[src/verilog/mm_pkg.sv]
// ~~~~~~~~~~~~~~~~~~~~
// Matrix multiply accelerator shared definitions
// Sizes, register map, controller states and job configuration
// ~~~~~~~~~~~~~~~~~~~~

`default_nettype none

package mm_pkg;

  // Memory geometry
  localparam int unsigned ADDR_W = 16;
  localparam int unsigned DATA_W = 32;

  // Matrix geometry
  localparam int unsigned K_DIM   = 4;
  localparam int unsigned K_IDX_W = $clog2(K_DIM);
  localparam int unsigned ELEM_W  = 8;
  localparam int unsigned ROWS_W  = 8;

  // Peripheral register map
  localparam int unsigned REG_IDX_W = 3;
  localparam logic [REG_IDX_W-1:0] REG_X_ADDR  = 3'd0;
  localparam logic [REG_IDX_W-1:0] REG_W_ADDR  = 3'd1;
  localparam logic [REG_IDX_W-1:0] REG_Z_ADDR  = 3'd2;
  localparam logic [REG_IDX_W-1:0] REG_M_ROWS  = 3'd3;
  localparam logic [REG_IDX_W-1:0] REG_TRIGGER = 3'd4;
  localparam logic [REG_IDX_W-1:0] REG_STATUS  = 3'd5;

  typedef enum logic [2:0] {
    IDLE,
    LOAD_W,
    COMPUTE,
    STORE_WAIT,
    FINISHED
  } mm_state_e;

  typedef struct packed {
    logic [ADDR_W-1:0] x_base;
    logic [ADDR_W-1:0] w_base;
    logic [ADDR_W-1:0] z_base;
    logic [ROWS_W-1:0] m_rows;
  } mm_cfg_t;

endpackage

`default_nettype wire

[src/verilog/mem_port_if.sv]
// ~~~~~~~~~~~~~~~~~~~~
// Memory request port
// Request and grant with one-cycle read response
// ~~~~~~~~~~~~~~~~~~~~

`timescale 1ns/100ps
`default_nettype none

interface mem_port_if;
  import mm_pkg::*;

  logic              req;
  logic              we;
  logic [ADDR_W-1:0] addr;
  logic [DATA_W-1:0] wdata;
  logic              gnt;
  logic              rvalid;
  logic [DATA_W-1:0] rdata;

  modport master (output req, we, addr, wdata, input gnt, rvalid, rdata);
  modport slave  (input req, we, addr, wdata, output gnt, rvalid, rdata);

endinterface

`default_nettype wire

[src/verilog/mm_cfg_regs.sv]
// ~~~~~~~~~~~~~~~~~~~~
// Peripheral register file
// Holds the job setup, starts jobs and reports busy and done
// ~~~~~~~~~~~~~~~~~~~~

`timescale 1ns/100ps
`default_nettype none

module mm_cfg_regs (
  input  logic                         clk_i,
  input  logic                         rst_ni,
  input  logic                         periph_req_i,
  input  logic                         periph_we_i,
  input  logic [mm_pkg::REG_IDX_W-1:0] periph_addr_i,
  input  logic [mm_pkg::DATA_W-1:0]    periph_wdata_i,
  output logic [mm_pkg::DATA_W-1:0]    periph_rdata_o,
  input  logic                         done_i,
  output mm_pkg::mm_cfg_t              cfg_o,
  output logic                         start_o,
  output logic                         busy_o,
  output logic                         evt_o
);
  import mm_pkg::*;

  mm_cfg_t           cfg_q;
  logic              busy_q;
  logic              evt_q;
  logic              wr_en;
  logic              trig;
  logic [DATA_W-1:0] rdata_q;
  logic [DATA_W-1:0] rd_mux;

  assign wr_en = periph_req_i & periph_we_i;
  // Trigger is dropped while a job runs
  assign trig  = wr_en & (periph_addr_i == REG_TRIGGER) & ~busy_q;

  always_ff @(posedge clk_i or negedge rst_ni) begin
    if (!rst_ni) begin
      cfg_q  <= '0;
      busy_q <= 1'b0;
      evt_q  <= 1'b0;
    end else begin
      evt_q <= done_i;
      if (done_i) begin
        busy_q <= 1'b0;
      end else if (trig) begin
        busy_q <= 1'b1;
      end
      if (wr_en) begin
        case (periph_addr_i)
          REG_X_ADDR: cfg_q.x_base <= periph_wdata_i[ADDR_W-1:0];
          REG_W_ADDR: cfg_q.w_base <= periph_wdata_i[ADDR_W-1:0];
          REG_Z_ADDR: cfg_q.z_base <= periph_wdata_i[ADDR_W-1:0];
          REG_M_ROWS: cfg_q.m_rows <= periph_wdata_i[ROWS_W-1:0];
          default: ;
        endcase
      end
    end
  end

  always_comb begin
    case (periph_addr_i)
      REG_X_ADDR: rd_mux = DATA_W'(cfg_q.x_base);
      REG_W_ADDR: rd_mux = DATA_W'(cfg_q.w_base);
      REG_Z_ADDR: rd_mux = DATA_W'(cfg_q.z_base);
      REG_M_ROWS: rd_mux = DATA_W'(cfg_q.m_rows);
      REG_STATUS: rd_mux = DATA_W'(busy_q);
      default:    rd_mux = '0;
    endcase
  end

  // Read data lands one cycle after the request
  always_ff @(posedge clk_i or negedge rst_ni) begin
    if (!rst_ni) begin
      rdata_q <= '0;
    end else if (periph_req_i && !periph_we_i) begin
      rdata_q <= rd_mux;
    end
  end

  assign periph_rdata_o = rdata_q;
  assign cfg_o          = cfg_q;
  assign start_o        = trig;
  assign busy_o         = busy_q;
  assign evt_o          = evt_q;

endmodule

`default_nettype wire

[src/verilog/mm_ctrl.sv]
// ~~~~~~~~~~~~~~~~~~~~
// Job controller
// Sequences weight load, row issue, store drain and finish
// ~~~~~~~~~~~~~~~~~~~~

`timescale 1ns/100ps
`default_nettype none

module mm_ctrl (
  input  logic                      clk_i,
  input  logic                      rst_ni,
  input  logic                      start_i,
  input  mm_pkg::mm_cfg_t           cfg_i,
  input  logic                      w_done_i,
  input  logic                      z_taken_i,
  input  logic                      z_stored_i,
  output logic                      load_w_o,
  output logic                      row_load_o,
  output logic [mm_pkg::ROWS_W-1:0] row_idx_o,
  output logic                      done_o,
  output logic                      flush_o
);
  import mm_pkg::*;

  mm_state_e         state_q;
  mm_state_e         state_d;
  logic [ROWS_W-1:0] issued_q;
  logic [ROWS_W-1:0] issued_d;
  logic [ROWS_W-1:0] stored_q;
  logic [ROWS_W-1:0] stored_d;

  always_ff @(posedge clk_i or negedge rst_ni) begin
    if (!rst_ni) begin
      state_q  <= IDLE;
      issued_q <= '0;
      stored_q <= '0;
    end else begin
      state_q  <= state_d;
      issued_q <= issued_d;
      stored_q <= stored_d;
    end
  end

  // Next row to fetch is always the issued count
  assign row_idx_o = issued_q;

  always_comb begin
    state_d    = state_q;
    issued_d   = issued_q;
    stored_d   = stored_q + ROWS_W'(z_stored_i);
    load_w_o   = 1'b0;
    row_load_o = 1'b0;
    done_o     = 1'b0;
    flush_o    = 1'b0;

    case (state_q)
      IDLE: begin
        issued_d = '0;
        stored_d = '0;
        if (start_i) begin
          load_w_o = 1'b1;
          state_d  = LOAD_W;
        end
      end

      LOAD_W: begin
        if (w_done_i) begin
          if (cfg_i.m_rows == '0) begin
            state_d = FINISHED;
          end else begin
            row_load_o = 1'b1;
            issued_d   = issued_q + 1'b1;
            state_d    = COMPUTE;
          end
        end
      end

      // Next row goes out once the storer has taken the current one
      COMPUTE: begin
        if (z_taken_i) begin
          if (issued_q == cfg_i.m_rows) begin
            state_d = STORE_WAIT;
          end else begin
            row_load_o = 1'b1;
            issued_d   = issued_q + 1'b1;
          end
        end
      end

      STORE_WAIT: begin
        if (stored_d == cfg_i.m_rows) begin
          state_d = FINISHED;
        end
      end

      FINISHED: begin
        done_o  = 1'b1;
        flush_o = 1'b1;
        state_d = IDLE;
      end

      default: state_d = IDLE;
    endcase
  end

endmodule

`default_nettype wire

[src/verilog/mm_mac_engine.sv]
// ~~~~~~~~~~~~~~~~~~~~
// MAC engine
// Multiplies one X row by the stored W into a Z row
// ~~~~~~~~~~~~~~~~~~~~

`timescale 1ns/100ps
`default_nettype none

module mm_mac_engine (
  input  logic                                            clk_i,
  input  logic                                            rst_ni,
  input  logic                                            flush_i,
  input  logic                                            w_we_i,
  input  logic [mm_pkg::K_IDX_W-1:0]                      w_idx_i,
  input  logic [mm_pkg::DATA_W-1:0]                       w_data_i,
  input  logic                                            x_valid_i,
  input  logic [mm_pkg::DATA_W-1:0]                       x_data_i,
  input  logic                                            z_ready_i,
  output logic                                            z_valid_o,
  output logic [mm_pkg::K_DIM-1:0][mm_pkg::DATA_W-1:0]    z_row_o
);
  import mm_pkg::*;

  logic [K_DIM-1:0][DATA_W-1:0]        w_q;
  logic [K_DIM-1:0][DATA_W-1:0]        z_q;
  logic signed [K_DIM-1:0][DATA_W-1:0] sum;
  logic                                z_valid_q;

  // W word k is row k and byte j of it is column j
  always_ff @(posedge clk_i) begin
    if (flush_i) begin
      w_q <= '0;
    end else if (w_we_i) begin
      w_q[w_idx_i] <= w_data_i;
    end
  end

  always_comb begin
    logic signed [ELEM_W-1:0]   x_elem;
    logic signed [ELEM_W-1:0]   w_elem;
    logic signed [2*ELEM_W-1:0] prod;
    for (int j = 0; j < K_DIM; j++) begin
      sum[j] = '0;
      for (int k = 0; k < K_DIM; k++) begin
        x_elem = x_data_i[ELEM_W*k +: ELEM_W];
        w_elem = w_q[k][ELEM_W*j +: ELEM_W];
        prod   = (2*ELEM_W)'(x_elem) * (2*ELEM_W)'(w_elem);
        sum[j] = $signed(sum[j]) + DATA_W'(prod);
      end
    end
  end

  // Result is held until the storer accepts it
  always_ff @(posedge clk_i or negedge rst_ni) begin
    if (!rst_ni) begin
      z_valid_q <= 1'b0;
    end else if (x_valid_i) begin
      z_valid_q <= 1'b1;
    end else if (z_ready_i) begin
      z_valid_q <= 1'b0;
    end
  end

  always_ff @(posedge clk_i) begin
    if (x_valid_i) begin
      z_q <= sum;
    end
  end

  assign z_valid_o = z_valid_q;
  assign z_row_o   = z_q;

endmodule

`default_nettype wire

[src/verilog/mm_mem_arbiter.sv]
// ~~~~~~~~~~~~~~~~~~~~
// Memory port arbiter
// Storer wins over loader, read data returns to its issuer
// ~~~~~~~~~~~~~~~~~~~~

`timescale 1ns/100ps
`default_nettype none

module mm_mem_arbiter (
  input  logic       clk_i,
  input  logic       rst_ni,
  mem_port_if.slave  ld,
  mem_port_if.slave  st,
  mem_port_if.master mem
);

  logic owner_st_q;

  assign mem.req   = ld.req | st.req;
  assign mem.we    = st.req ? st.we    : ld.we;
  assign mem.addr  = st.req ? st.addr  : ld.addr;
  assign mem.wdata = st.req ? st.wdata : ld.wdata;

  assign st.gnt = mem.gnt & st.req;
  assign ld.gnt = mem.gnt & ld.req & ~st.req;

  // Remember who issued the last accepted read
  always_ff @(posedge clk_i or negedge rst_ni) begin
    if (!rst_ni) begin
      owner_st_q <= 1'b0;
    end else if (mem.req && mem.gnt && !mem.we) begin
      owner_st_q <= st.req;
    end
  end

  assign st.rvalid = mem.rvalid & owner_st_q;
  assign ld.rvalid = mem.rvalid & ~owner_st_q;
  assign st.rdata  = mem.rdata;
  assign ld.rdata  = mem.rdata;

endmodule

`default_nettype wire

[src/verilog/mm_operand_loader.sv]
// ~~~~~~~~~~~~~~~~~~~~
// Operand loader
// Reads the W rows into the engine and one X row per command
// ~~~~~~~~~~~~~~~~~~~~

`timescale 1ns/100ps
`default_nettype none

module mm_operand_loader (
  input  logic                       clk_i,
  input  logic                       rst_ni,
  input  mm_pkg::mm_cfg_t            cfg_i,
  input  logic                       load_w_i,
  input  logic                       row_load_i,
  input  logic [mm_pkg::ROWS_W-1:0]  row_idx_i,
  mem_port_if.master                 mem,
  output logic                       w_we_o,
  output logic [mm_pkg::K_IDX_W-1:0] w_idx_o,
  output logic [mm_pkg::DATA_W-1:0]  w_data_o,
  output logic                       w_done_o,
  output logic                       x_valid_o,
  output logic [mm_pkg::DATA_W-1:0]  x_data_o
);
  import mm_pkg::*;

  logic               req_q;
  logic               w_mode_q;
  logic [K_IDX_W-1:0] cnt_q;
  logic [ADDR_W-1:0]  addr_q;
  logic               w_last;

  assign w_last = (cnt_q == K_IDX_W'(K_DIM - 1));

  // One read in flight, next W word is requested after its predecessor returns
  always_ff @(posedge clk_i or negedge rst_ni) begin
    if (!rst_ni) begin
      req_q    <= 1'b0;
      w_mode_q <= 1'b0;
      cnt_q    <= '0;
    end else if (load_w_i) begin
      req_q    <= 1'b1;
      w_mode_q <= 1'b1;
      cnt_q    <= '0;
    end else if (row_load_i) begin
      req_q    <= 1'b1;
      w_mode_q <= 1'b0;
    end else if (req_q && mem.gnt) begin
      req_q <= 1'b0;
    end else if (mem.rvalid && w_mode_q) begin
      cnt_q <= cnt_q + 1'b1;
      req_q <= ~w_last;
    end
  end

  always_ff @(posedge clk_i) begin
    if (load_w_i) begin
      addr_q <= cfg_i.w_base;
    end else if (row_load_i) begin
      addr_q <= cfg_i.x_base + ADDR_W'({row_idx_i, 2'b00});
    end else if (mem.rvalid && w_mode_q) begin
      addr_q <= addr_q + ADDR_W'(4);
    end
  end

  assign mem.req   = req_q;
  assign mem.we    = 1'b0;
  assign mem.addr  = addr_q;
  assign mem.wdata = '0;

  assign w_we_o    = mem.rvalid & w_mode_q;
  assign w_idx_o   = cnt_q;
  assign w_data_o  = mem.rdata;
  assign w_done_o  = mem.rvalid & w_mode_q & w_last;
  assign x_valid_o = mem.rvalid & ~w_mode_q;
  assign x_data_o  = mem.rdata;

endmodule

`default_nettype wire

[src/verilog/mm_top.sv]
// ~~~~~~~~~~~~~~~~~~~~
// Matrix multiply accelerator top
// Computes Z = X * W from a shared memory under host control
// ~~~~~~~~~~~~~~~~~~~~

`timescale 1ns/100ps
`default_nettype none

module mm_top (
  input  logic                         clk_i,
  input  logic                         rst_ni,
  input  logic                         periph_req_i,
  input  logic                         periph_we_i,
  input  logic [mm_pkg::REG_IDX_W-1:0] periph_addr_i,
  input  logic [mm_pkg::DATA_W-1:0]    periph_wdata_i,
  output logic [mm_pkg::DATA_W-1:0]    periph_rdata_o,
  output logic                         busy_o,
  output logic                         evt_o,
  output logic                         mem_req_o,
  output logic                         mem_we_o,
  output logic [mm_pkg::ADDR_W-1:0]    mem_addr_o,
  output logic [mm_pkg::DATA_W-1:0]    mem_wdata_o,
  input  logic                         mem_gnt_i,
  input  logic                         mem_rvalid_i,
  input  logic [mm_pkg::DATA_W-1:0]    mem_rdata_i
);
  import mm_pkg::*;

  mm_cfg_t                      cfg;
  logic                         start, done, flush;
  logic                         load_w, row_load, w_done;
  logic [ROWS_W-1:0]            row_idx;
  logic                         w_we, x_valid;
  logic [K_IDX_W-1:0]           w_idx;
  logic [DATA_W-1:0]            w_data, x_data;
  logic                         z_valid, z_ready, z_taken, z_stored;
  logic [K_DIM-1:0][DATA_W-1:0] z_row;

  mem_port_if ld_port ();
  mem_port_if st_port ();
  mem_port_if mem_port ();

  assign z_taken = z_valid & z_ready;

  mm_cfg_regs i_cfg_regs (
    .clk_i, .rst_ni, .periph_req_i, .periph_we_i, .periph_addr_i, .periph_wdata_i,
    .periph_rdata_o, .done_i(done), .cfg_o(cfg), .start_o(start), .busy_o, .evt_o
  );

  mm_ctrl i_ctrl (
    .clk_i, .rst_ni, .start_i(start), .cfg_i(cfg), .w_done_i(w_done),
    .z_taken_i(z_taken), .z_stored_i(z_stored), .load_w_o(load_w),
    .row_load_o(row_load), .row_idx_o(row_idx), .done_o(done), .flush_o(flush)
  );

  mm_operand_loader i_loader (
    .clk_i, .rst_ni, .cfg_i(cfg), .load_w_i(load_w), .row_load_i(row_load),
    .row_idx_i(row_idx), .mem(ld_port), .w_we_o(w_we), .w_idx_o(w_idx),
    .w_data_o(w_data), .w_done_o(w_done), .x_valid_o(x_valid), .x_data_o(x_data)
  );

  mm_mac_engine i_engine (
    .clk_i, .rst_ni, .flush_i(flush), .w_we_i(w_we), .w_idx_i(w_idx), .w_data_i(w_data),
    .x_valid_i(x_valid), .x_data_i(x_data), .z_ready_i(z_ready),
    .z_valid_o(z_valid), .z_row_o(z_row)
  );

  mm_z_storer i_storer (
    .clk_i, .rst_ni, .flush_i(flush), .cfg_i(cfg), .z_valid_i(z_valid), .z_row_i(z_row),
    .z_ready_o(z_ready), .z_stored_o(z_stored), .mem(st_port)
  );

  mm_mem_arbiter i_arbiter (
    .clk_i, .rst_ni, .ld(ld_port), .st(st_port), .mem(mem_port)
  );

  // Shared memory port to the pins
  assign mem_req_o       = mem_port.req;
  assign mem_we_o        = mem_port.we;
  assign mem_addr_o      = mem_port.addr;
  assign mem_wdata_o     = mem_port.wdata;
  assign mem_port.gnt    = mem_gnt_i;
  assign mem_port.rvalid = mem_rvalid_i;
  assign mem_port.rdata  = mem_rdata_i;

endmodule

`default_nettype wire

[src/verilog/mm_z_storer.sv]
// ~~~~~~~~~~~~~~~~~~~~
// Z row storer
// Buffers one result row and writes its four words
// ~~~~~~~~~~~~~~~~~~~~

`timescale 1ns/100ps
`default_nettype none

module mm_z_storer (
  input  logic                                         clk_i,
  input  logic                                         rst_ni,
  input  logic                                         flush_i,
  input  mm_pkg::mm_cfg_t                              cfg_i,
  input  logic                                         z_valid_i,
  input  logic [mm_pkg::K_DIM-1:0][mm_pkg::DATA_W-1:0] z_row_i,
  output logic                                         z_ready_o,
  output logic                                         z_stored_o,
  mem_port_if.master                                   mem
);
  import mm_pkg::*;

  logic                         busy_q;
  logic                         stored_q;
  logic [K_IDX_W-1:0]           cnt_q;
  logic [ROWS_W-1:0]            row_q;
  logic [K_DIM-1:0][DATA_W-1:0] buf_q;
  logic                         take;
  logic                         last_write;

  assign take       = z_valid_i & ~busy_q;
  assign last_write = busy_q & mem.gnt & (cnt_q == K_IDX_W'(K_DIM - 1));

  always_ff @(posedge clk_i or negedge rst_ni) begin
    if (!rst_ni) begin
      busy_q   <= 1'b0;
      stored_q <= 1'b0;
      cnt_q    <= '0;
      row_q    <= '0;
    end else begin
      stored_q <= last_write;
      // Row numbering restarts with every job
      if (flush_i) begin
        busy_q <= 1'b0;
        cnt_q  <= '0;
        row_q  <= '0;
      end else if (take) begin
        busy_q <= 1'b1;
        cnt_q  <= '0;
      end else if (busy_q && mem.gnt) begin
        cnt_q <= cnt_q + 1'b1;
        if (last_write) begin
          busy_q <= 1'b0;
          row_q  <= row_q + 1'b1;
        end
      end
    end
  end

  always_ff @(posedge clk_i) begin
    if (flush_i) begin
      buf_q <= '0;
    end else if (take) begin
      buf_q <= z_row_i;
    end
  end

  assign mem.req   = busy_q;
  assign mem.we    = 1'b1;
  assign mem.addr  = cfg_i.z_base + ADDR_W'({row_q, 4'b0000}) + ADDR_W'({cnt_q, 2'b00});
  assign mem.wdata = buf_q[cnt_q];

  assign z_ready_o  = ~busy_q;
  assign z_stored_o = stored_q;

endmodule

`default_nettype wire
[config.mk]
export PLATFORM = sky130hd
export DESIGN_NAME = mm_top
export DESIGN_NICKNAME = d
export VERILOG_FILES = /design/src/verilog/mm_pkg.sv /design/src/verilog/mem_port_if.sv /design/src/verilog/mm_cfg_regs.sv /design/src/verilog/mm_ctrl.sv /design/src/verilog/mm_mac_engine.sv /design/src/verilog/mm_mem_arbiter.sv /design/src/verilog/mm_operand_loader.sv /design/src/verilog/mm_top.sv /design/src/verilog/mm_z_storer.sv
export SDC_FILE = /design/constraint.sdc
export NUM_CORES = 2
export LEC_CHECK = 0
export BUFFER_PORTS_ARGS = -buffer_cell sky130_fd_sc_hd__clkbuf_2
export CORE_ASPECT_RATIO = 1.4
export CORE_MARGIN = 3
export CORE_UTILIZATION = 50
export CTS_BUF_LIST = sky130_fd_sc_hd__clkbuf_8 sky130_fd_sc_hd__clkbuf_16
export CTS_CLUSTER_SIZE = 28
export DETAILED_ROUTE_END_ITERATION = 10
export GPL_ROUTABILITY_DRIVEN = 0
export PLACE_DENSITY = 0.66
export SYNTH_ARGS = -nofsm -noshare
export SYNTH_HDL_FRONTEND = slang
export SYNTH_SLANG_ARGS = --single-unit
export TNS_END_PERCENT = 30
[constraint.sdc]
create_clock -name clk_i -period 19.6 [get_ports clk_i]
set_clock_uncertainty 0.2 [all_clocks]
set_input_delay 3.92 -clock clk_i [delete_from_list [all_inputs] [get_ports clk_i]]
set_output_delay 3.92 -clock clk_i [all_outputs]
set_load 0.01 [all_outputs]
# Yosys cells after proc, flatten, opt, wreduce, memory -nomap -nowiden
# Cells that the tools add are included.
# word_totals
regBits	527
output_inout_bits	84
inputBits	73
elab_cells	204
# classes
eq_ne	24
mul	16
n_mux	58
n_lt_le_gt_ge	3
reduce_logical	31
n_bitwise	19
n_addsub	21
# op_table
op	count
8-bit by 8-bit multiplier with 16-bit output	16
32-bit by 16-bit adder with 32-bit output	4
128-bit bitwise mux	1
32-bit 2-to-1 mux	3
16-bit one-hot mux with 5 select lines	1
17-bit by 16-bit adder with 18-bit output	4
8-bit 2-to-1 mux	9
16-bit by 16-bit adder with 17-bit output	4
32-bit binary-select mux with 2-bit select	1
32-bit demux with 2-bit select	1
16-bit 2-to-1 mux	4
8-bit one-hot mux with 3 select lines	1
1-bit 2-to-1 mux	22
3-bit 2-to-1 mux	6
16-bit by 10-bit adder with 16-bit output	1
16-bit by 12-bit adder with 16-bit output	1
16-bit by 3-bit adder with 16-bit output, second input constant	1
16-bit by 4-bit adder with 16-bit output	1
8-bit by 1-bit adder with 8-bit output, second input constant	2
8-bit equality test	2
2-bit 2-to-1 mux	7
1-bit bitwise AND	13
3-bit by 2-bit equality test with 1-bit output, second input constant	4
2-bit != test, second input constant	6
22 further kinds	57

# Depth between registers and ports, before layout
# depth
ltp_word	8
depth_mapped	39
depth_no_buf	37

# Hierarchy
# From an unflattened synthesis, not the netlist that was laid out.
# unflattened
hier_cells	6645
hier_area_um2	66860.4
# modules_own_cells
module	cells_each	seq_area_each_um2	area_per_inst_um2	n_inst
mm_mac_engine	5399	5260.0	52590.4	1
mm_z_storer	455	2862.7	5691.7	1
mm_cfg_regs	216	1851.8	3350.7	1
mm_operand_loader	292	580.6	2489.9	1
mm_ctrl	152	475.5	1367.6	1
mm_mem_arbiter	130	25.0	1363.8	1
mm_top	1	0.0	6.3	1

# Worst setup path after synthesis
# Ideal clock, no wire load.
# synth_timing
kind	input port to flip-flop
from	in mem_rvalid_i
to	reg i_engine.z_q (netlist bit i_engine.z_row_o[0]) (enable)
path_slack_ps	5473
t_arrival_ps	13128
path_buffers	0
cell_stages	1
cell_sequence	nor3b_1
# synth_between
elab_chain_cells	2
# synth_lines
element	line	rtl
start, declared	mm_top.sv:24	input logic mem_rvalid_i,
1-bit bitwise AND	mm_mem_arbiter.sv:37	assign ld.rvalid = mem.rvalid & ~owner_st_q;
1-bit bitwise AND	mm_operand_loader.sv:74	assign x_valid_o = mem.rvalid & ~w_mode_q;
end signal, assigned	mm_mac_engine.sv:66	z_q <= sum;
end, declared	mm_mac_engine.sv:25	logic [K_DIM-1:0][DATA_W-1:0] z_q;
# Every way passes these cells.
# A chain may end at the register's enable or synchronous reset.

==> impl_metrics.py <==
metrics = {
    "status": {
        "outcome": "finished clean",
    },
    "logic_synthesis": {
        "syn-instance-count": 7231,
        "netlist_area_um2": 69270,
        "synth_fa_ha_area_frac": 0.4660,
        "ys_seq_elements": 511,
        "synthXorXnorAreaFrac": 0.02664,
        "synth_top_family_by_area": "adder cells",
        "synthDistinctLibCells": 95,
        "synth_compound_area_frac": 0.06578,
        "yosys.area_share.simple": 0.1377,
        "synth_edf_count": 144,
        "async_flop_share": 0.2172,
        "muxShareOfSynthArea": 0.02496,
        "synth-seq-area-share": 0.1765,
        "avgSynthCellArea_um2": 9.580,
        "yosysWarnings": 0,
        "synth_flop_cell": "dfxtp_1",
    },
    "worst_setup_path": {
        "end_kind": "flop",
        "critPathMaxStageDelay_ns": 0.90,
        "critPathSlowestCell": "a21boi_0",
        "r2r_slack_ns": 8.12,
        "cp.required_ns": 19.80,
        "cp-start-kind": "input pin",
        "cp.arrival_ns": 14.96,
        "worstSetupPathType": "in -> reg",
        "worst-path-max-fanout": 25,
        "path_common_cell": "fa_1",
    },
    "cts": {
        "numCtsBuffers": 57,
        "clock_sinks": 511,
        "hold_buffers": 0,
        "cts-root-buf": "clkbuf_16",
        "htree_levels": 2,
        "cts_tree": "done",
        "clockBufferDepth": 3,
        "ctsResizeCount": 0,
        "post_cts_buffers": 0,
        "path_clk_slew_ns": 0.06,
        "clock_latency_ns": 0.69,
    },
    "timing": {
        "holdWs_ns": 0.2518,
        "hold_viol": 0,
        "rsz0062_at_grt": "false",
        "max_freq_mhz": 67.72,
        "tns_ns": 0,
        "period_share": 0.7534,
        "slew_viol_final": 0,
        "tightest_slew_ns": 1.182,
        "setup_viol": 0,
        "min_period_ns": 14.77,
        "slew_headroom": 0.2061,
    },
    "cells_and_area": {
        "stdcell_count": 8984,
        "num-fill-cells": 12370,
        "area_delta_synth_final_pct": 5.704,
        "fin_nets": 9015,
        "layout-drive-gt1-share": 0.05624,
    },
    "drt": {
        "totalWireLength_mm": 170.1,
        "vias_per_cell": 5.334,
        "via_count": 47920,
        "drc_errors": 0,
        "wl_per_cell_um": 18.93,
        "postRouteAntennaNets": 0,
        "drt-pass1-iter-count": 6,
        "drtIter0Drc": 3214,
    },
    "global_route": {
        "grt_pass1_wl_mm": 278.8,
        "grt_max_degree": 190,
        "grt_pass1_vias": 51980,
        "globalRouteOverflowTotal": 0,
        "grt_usage": 0.2473,
        "antenna_found_initial": 14,
    },
    "placement": {
        "placedCellCount": 8870,
        "io_buffers": 124,
        "dp_hpwl_mm": 132.8,
    },
    "floorplan": {
        "die_h_um": 446.4,
        "dieWidth_um": 320.6,
        "coreArea_um2": 137600,
        "ios": 157,
        "die_area_um2": 143100,
        "start_util": 0.5035,
        "rows": 161,
    },
    "job": {
        "maxCapViolations": 0,
    },
    "min_path": {
        "hold_class": "reg -> reg",
    },
}
state kept, by name (all words and copies together) (netlist names):
| name | flops |
|---|---|
| i_loader.w_mode_q | 1 |
| i_loader.mem.req | 1 |
| i_ctrl.state_q | 3 |
| i_storer.cnt_q | 2 |
| i_engine.z_valid_o | 1 |
| i_storer.mem.req | 1 |
| i_loader.w_idx_o | 2 |
| i_storer.row_q | 8 |
| i_cfg_regs.busy_o | 1 |
| i_cfg_regs.cfg_o | 56 |
| i_ctrl.stored_q | 8 |
| i_arbiter.owner_st_q | 1 |
| i_ctrl.row_idx_o | 8 |
| i_cfg_regs.periph_rdata_o | 16 |
| i_cfg_regs.evt_o | 1 |
| i_engine.w_q | 128 |
| i_engine.z_row_o | 128 |
| i_loader.mem.addr | 16 |
| i_storer.z_stored_o | 1 |
| i_storer.buf_q | 128 |
Yosys cell counts (16+ instances only):
cell | instances | area [um2]
nand2_1 | 998 | 3746
clkbuf_2 | 18 | 90.09
fa_1 | 1290 | 25820
buf_1 | 25 | 93.84
a21o_1 | 45 | 337.8
nor3_1 | 41 | 205.2
o21a_1 | 29 | 217.7
a211oi_1 | 21 | 157.7
o211ai_1 | 16 | 120.1
mux4_2 | 38 | 855.8
clkbuf_1 | 260 | 975.9
o21bai_1 | 19 | 142.6
a22o_1 | 18 | 157.7
buf_4 | 17 | 127.6
ha_1 | 516 | 6456
dfrtp_1 | 111 | 2778
mux2_2 | 61 | 686.9
xnor2_1 | 127 | 1112
and2_1 | 561 | 3510
edfxtp_1 | 144 | 4324
a31oi_1 | 21 | 131.4
mux2i_1 | 16 | 160.2
dfxtp_1 | 256 | 5125
nor2_1 | 159 | 596.8
nand3_1 | 42 | 210.2
o21ai_0 | 107 | 535.5
a21oi_1 | 363 | 1817
inv_1 | 1517 | 5694
xor2_1 | 73 | 639.4
nand2b_1 | 73 | 456.7
per-stage QoR:
| stage | util | area [um2] | worst slack (ns) |
|---|---|---|---|
| global route | 0.5321 | 73200 | 4.331 |
| CTS | 0.5321 | 73200 | 4.877 |
| global placement | 0.5174 | 71180 | 4.428 |
| finish | 0.5322 | 73220 | 4.833 |
| detailed placement | 0.5174 | 71180 | 4.210 |
| floorplan | - | 69330 | 5.473 |
cell usage in the layout, fill, tap and decap left out, drive strengths merged, types with 18 or more instances in the layout:
cell       n
buf       44
o21bai    19
mux2      61
dfxtp    256
fa      1290
and2     561
nor3      42
a21o      46
nand2b    73
a22o      18
clkbuf   187
a31oi     21
nand2    999
a211oi    22
edfxtp   144
dfrtp    111
inv     1539
xor2      73
o21ai    110
xnor2    127
ha       516
o21a      29
nor2     161
a21oi    364
mux4      39
nand3     42
final cells by class:
class,instances,area [um2],area share
Antenna cell,7,17.52,0.0002392
Multi-Input combinational cell,4876,50030,0.6833
Sequential cell,511,12230,0.1670
Timing Repair Buffer,167,958.4,0.01309
Inverter,1523,5717,0.07807
Tap cell,1793,2243,0.03064
Clock buffer,64,1534,0.02095
Clock inverter,43,488.0,0.006664
per-layer routing:
metal / part of all wire / track usage / vias to the layer above
li1: - / - / 21840
met1: 0.39 / 0.3027 / 24470
met2: 0.51 / 0.4398 / 1260
met3: 0.054 / 0.03304 / 340
met4: 0.049 / 0.1018 / 8
met5: 0.00034 / 0 / -
kinds of logic (layout without fill, tap and decap cells):
| group | after synthesis | count (layout) |
|---|---|---|
| AO/OA/AOI/OAI | 747 | 747 |
| XOR/XNOR | 204 | 204 |
| flip-flops | 511 | 511 |
| multiplexers | 116 | 116 |
| buffers and inverters | 1859 | 1797 |
| AND/OR/NAND/NOR | 1987 | 1987 |
| other | 1 | 23 |
| adder cells (fa/ha/maj) | 1806 | 1806 |
final timing paths:
path | start | end | depth (start not counted)
max | mem_rdata_i[2] | i_engine.z_row_o[61] | 32
min | i_storer.buf_q[55] | i_storer.buf_q[55] | 2
max reg2reg | i_engine.w_q[72] | i_engine.z_row_o[61] | 31
min reg2reg | i_storer.buf_q[55] | i_storer.buf_q[55] | 2
max in group asynchronous | rst_ni | i_storer.cnt_q[0] | 2
min in group asynchronous | rst_ni | i_cfg_regs.cfg_o[4] | 1
worst max-delay path, delay by kind of cell:
family	cells	cell delay, ns
AOI/OAI and AO/OA	8	2.24
adders and majority gates	14	6.77
xor gates and xnor gates	1	0.57
and+or+nand+nor	1	0.13
buffers and inverters	8	1.29
Power is not shown: default switching activity piles up to over one toggle a cycle in this logic, so the estimate is an artifact.
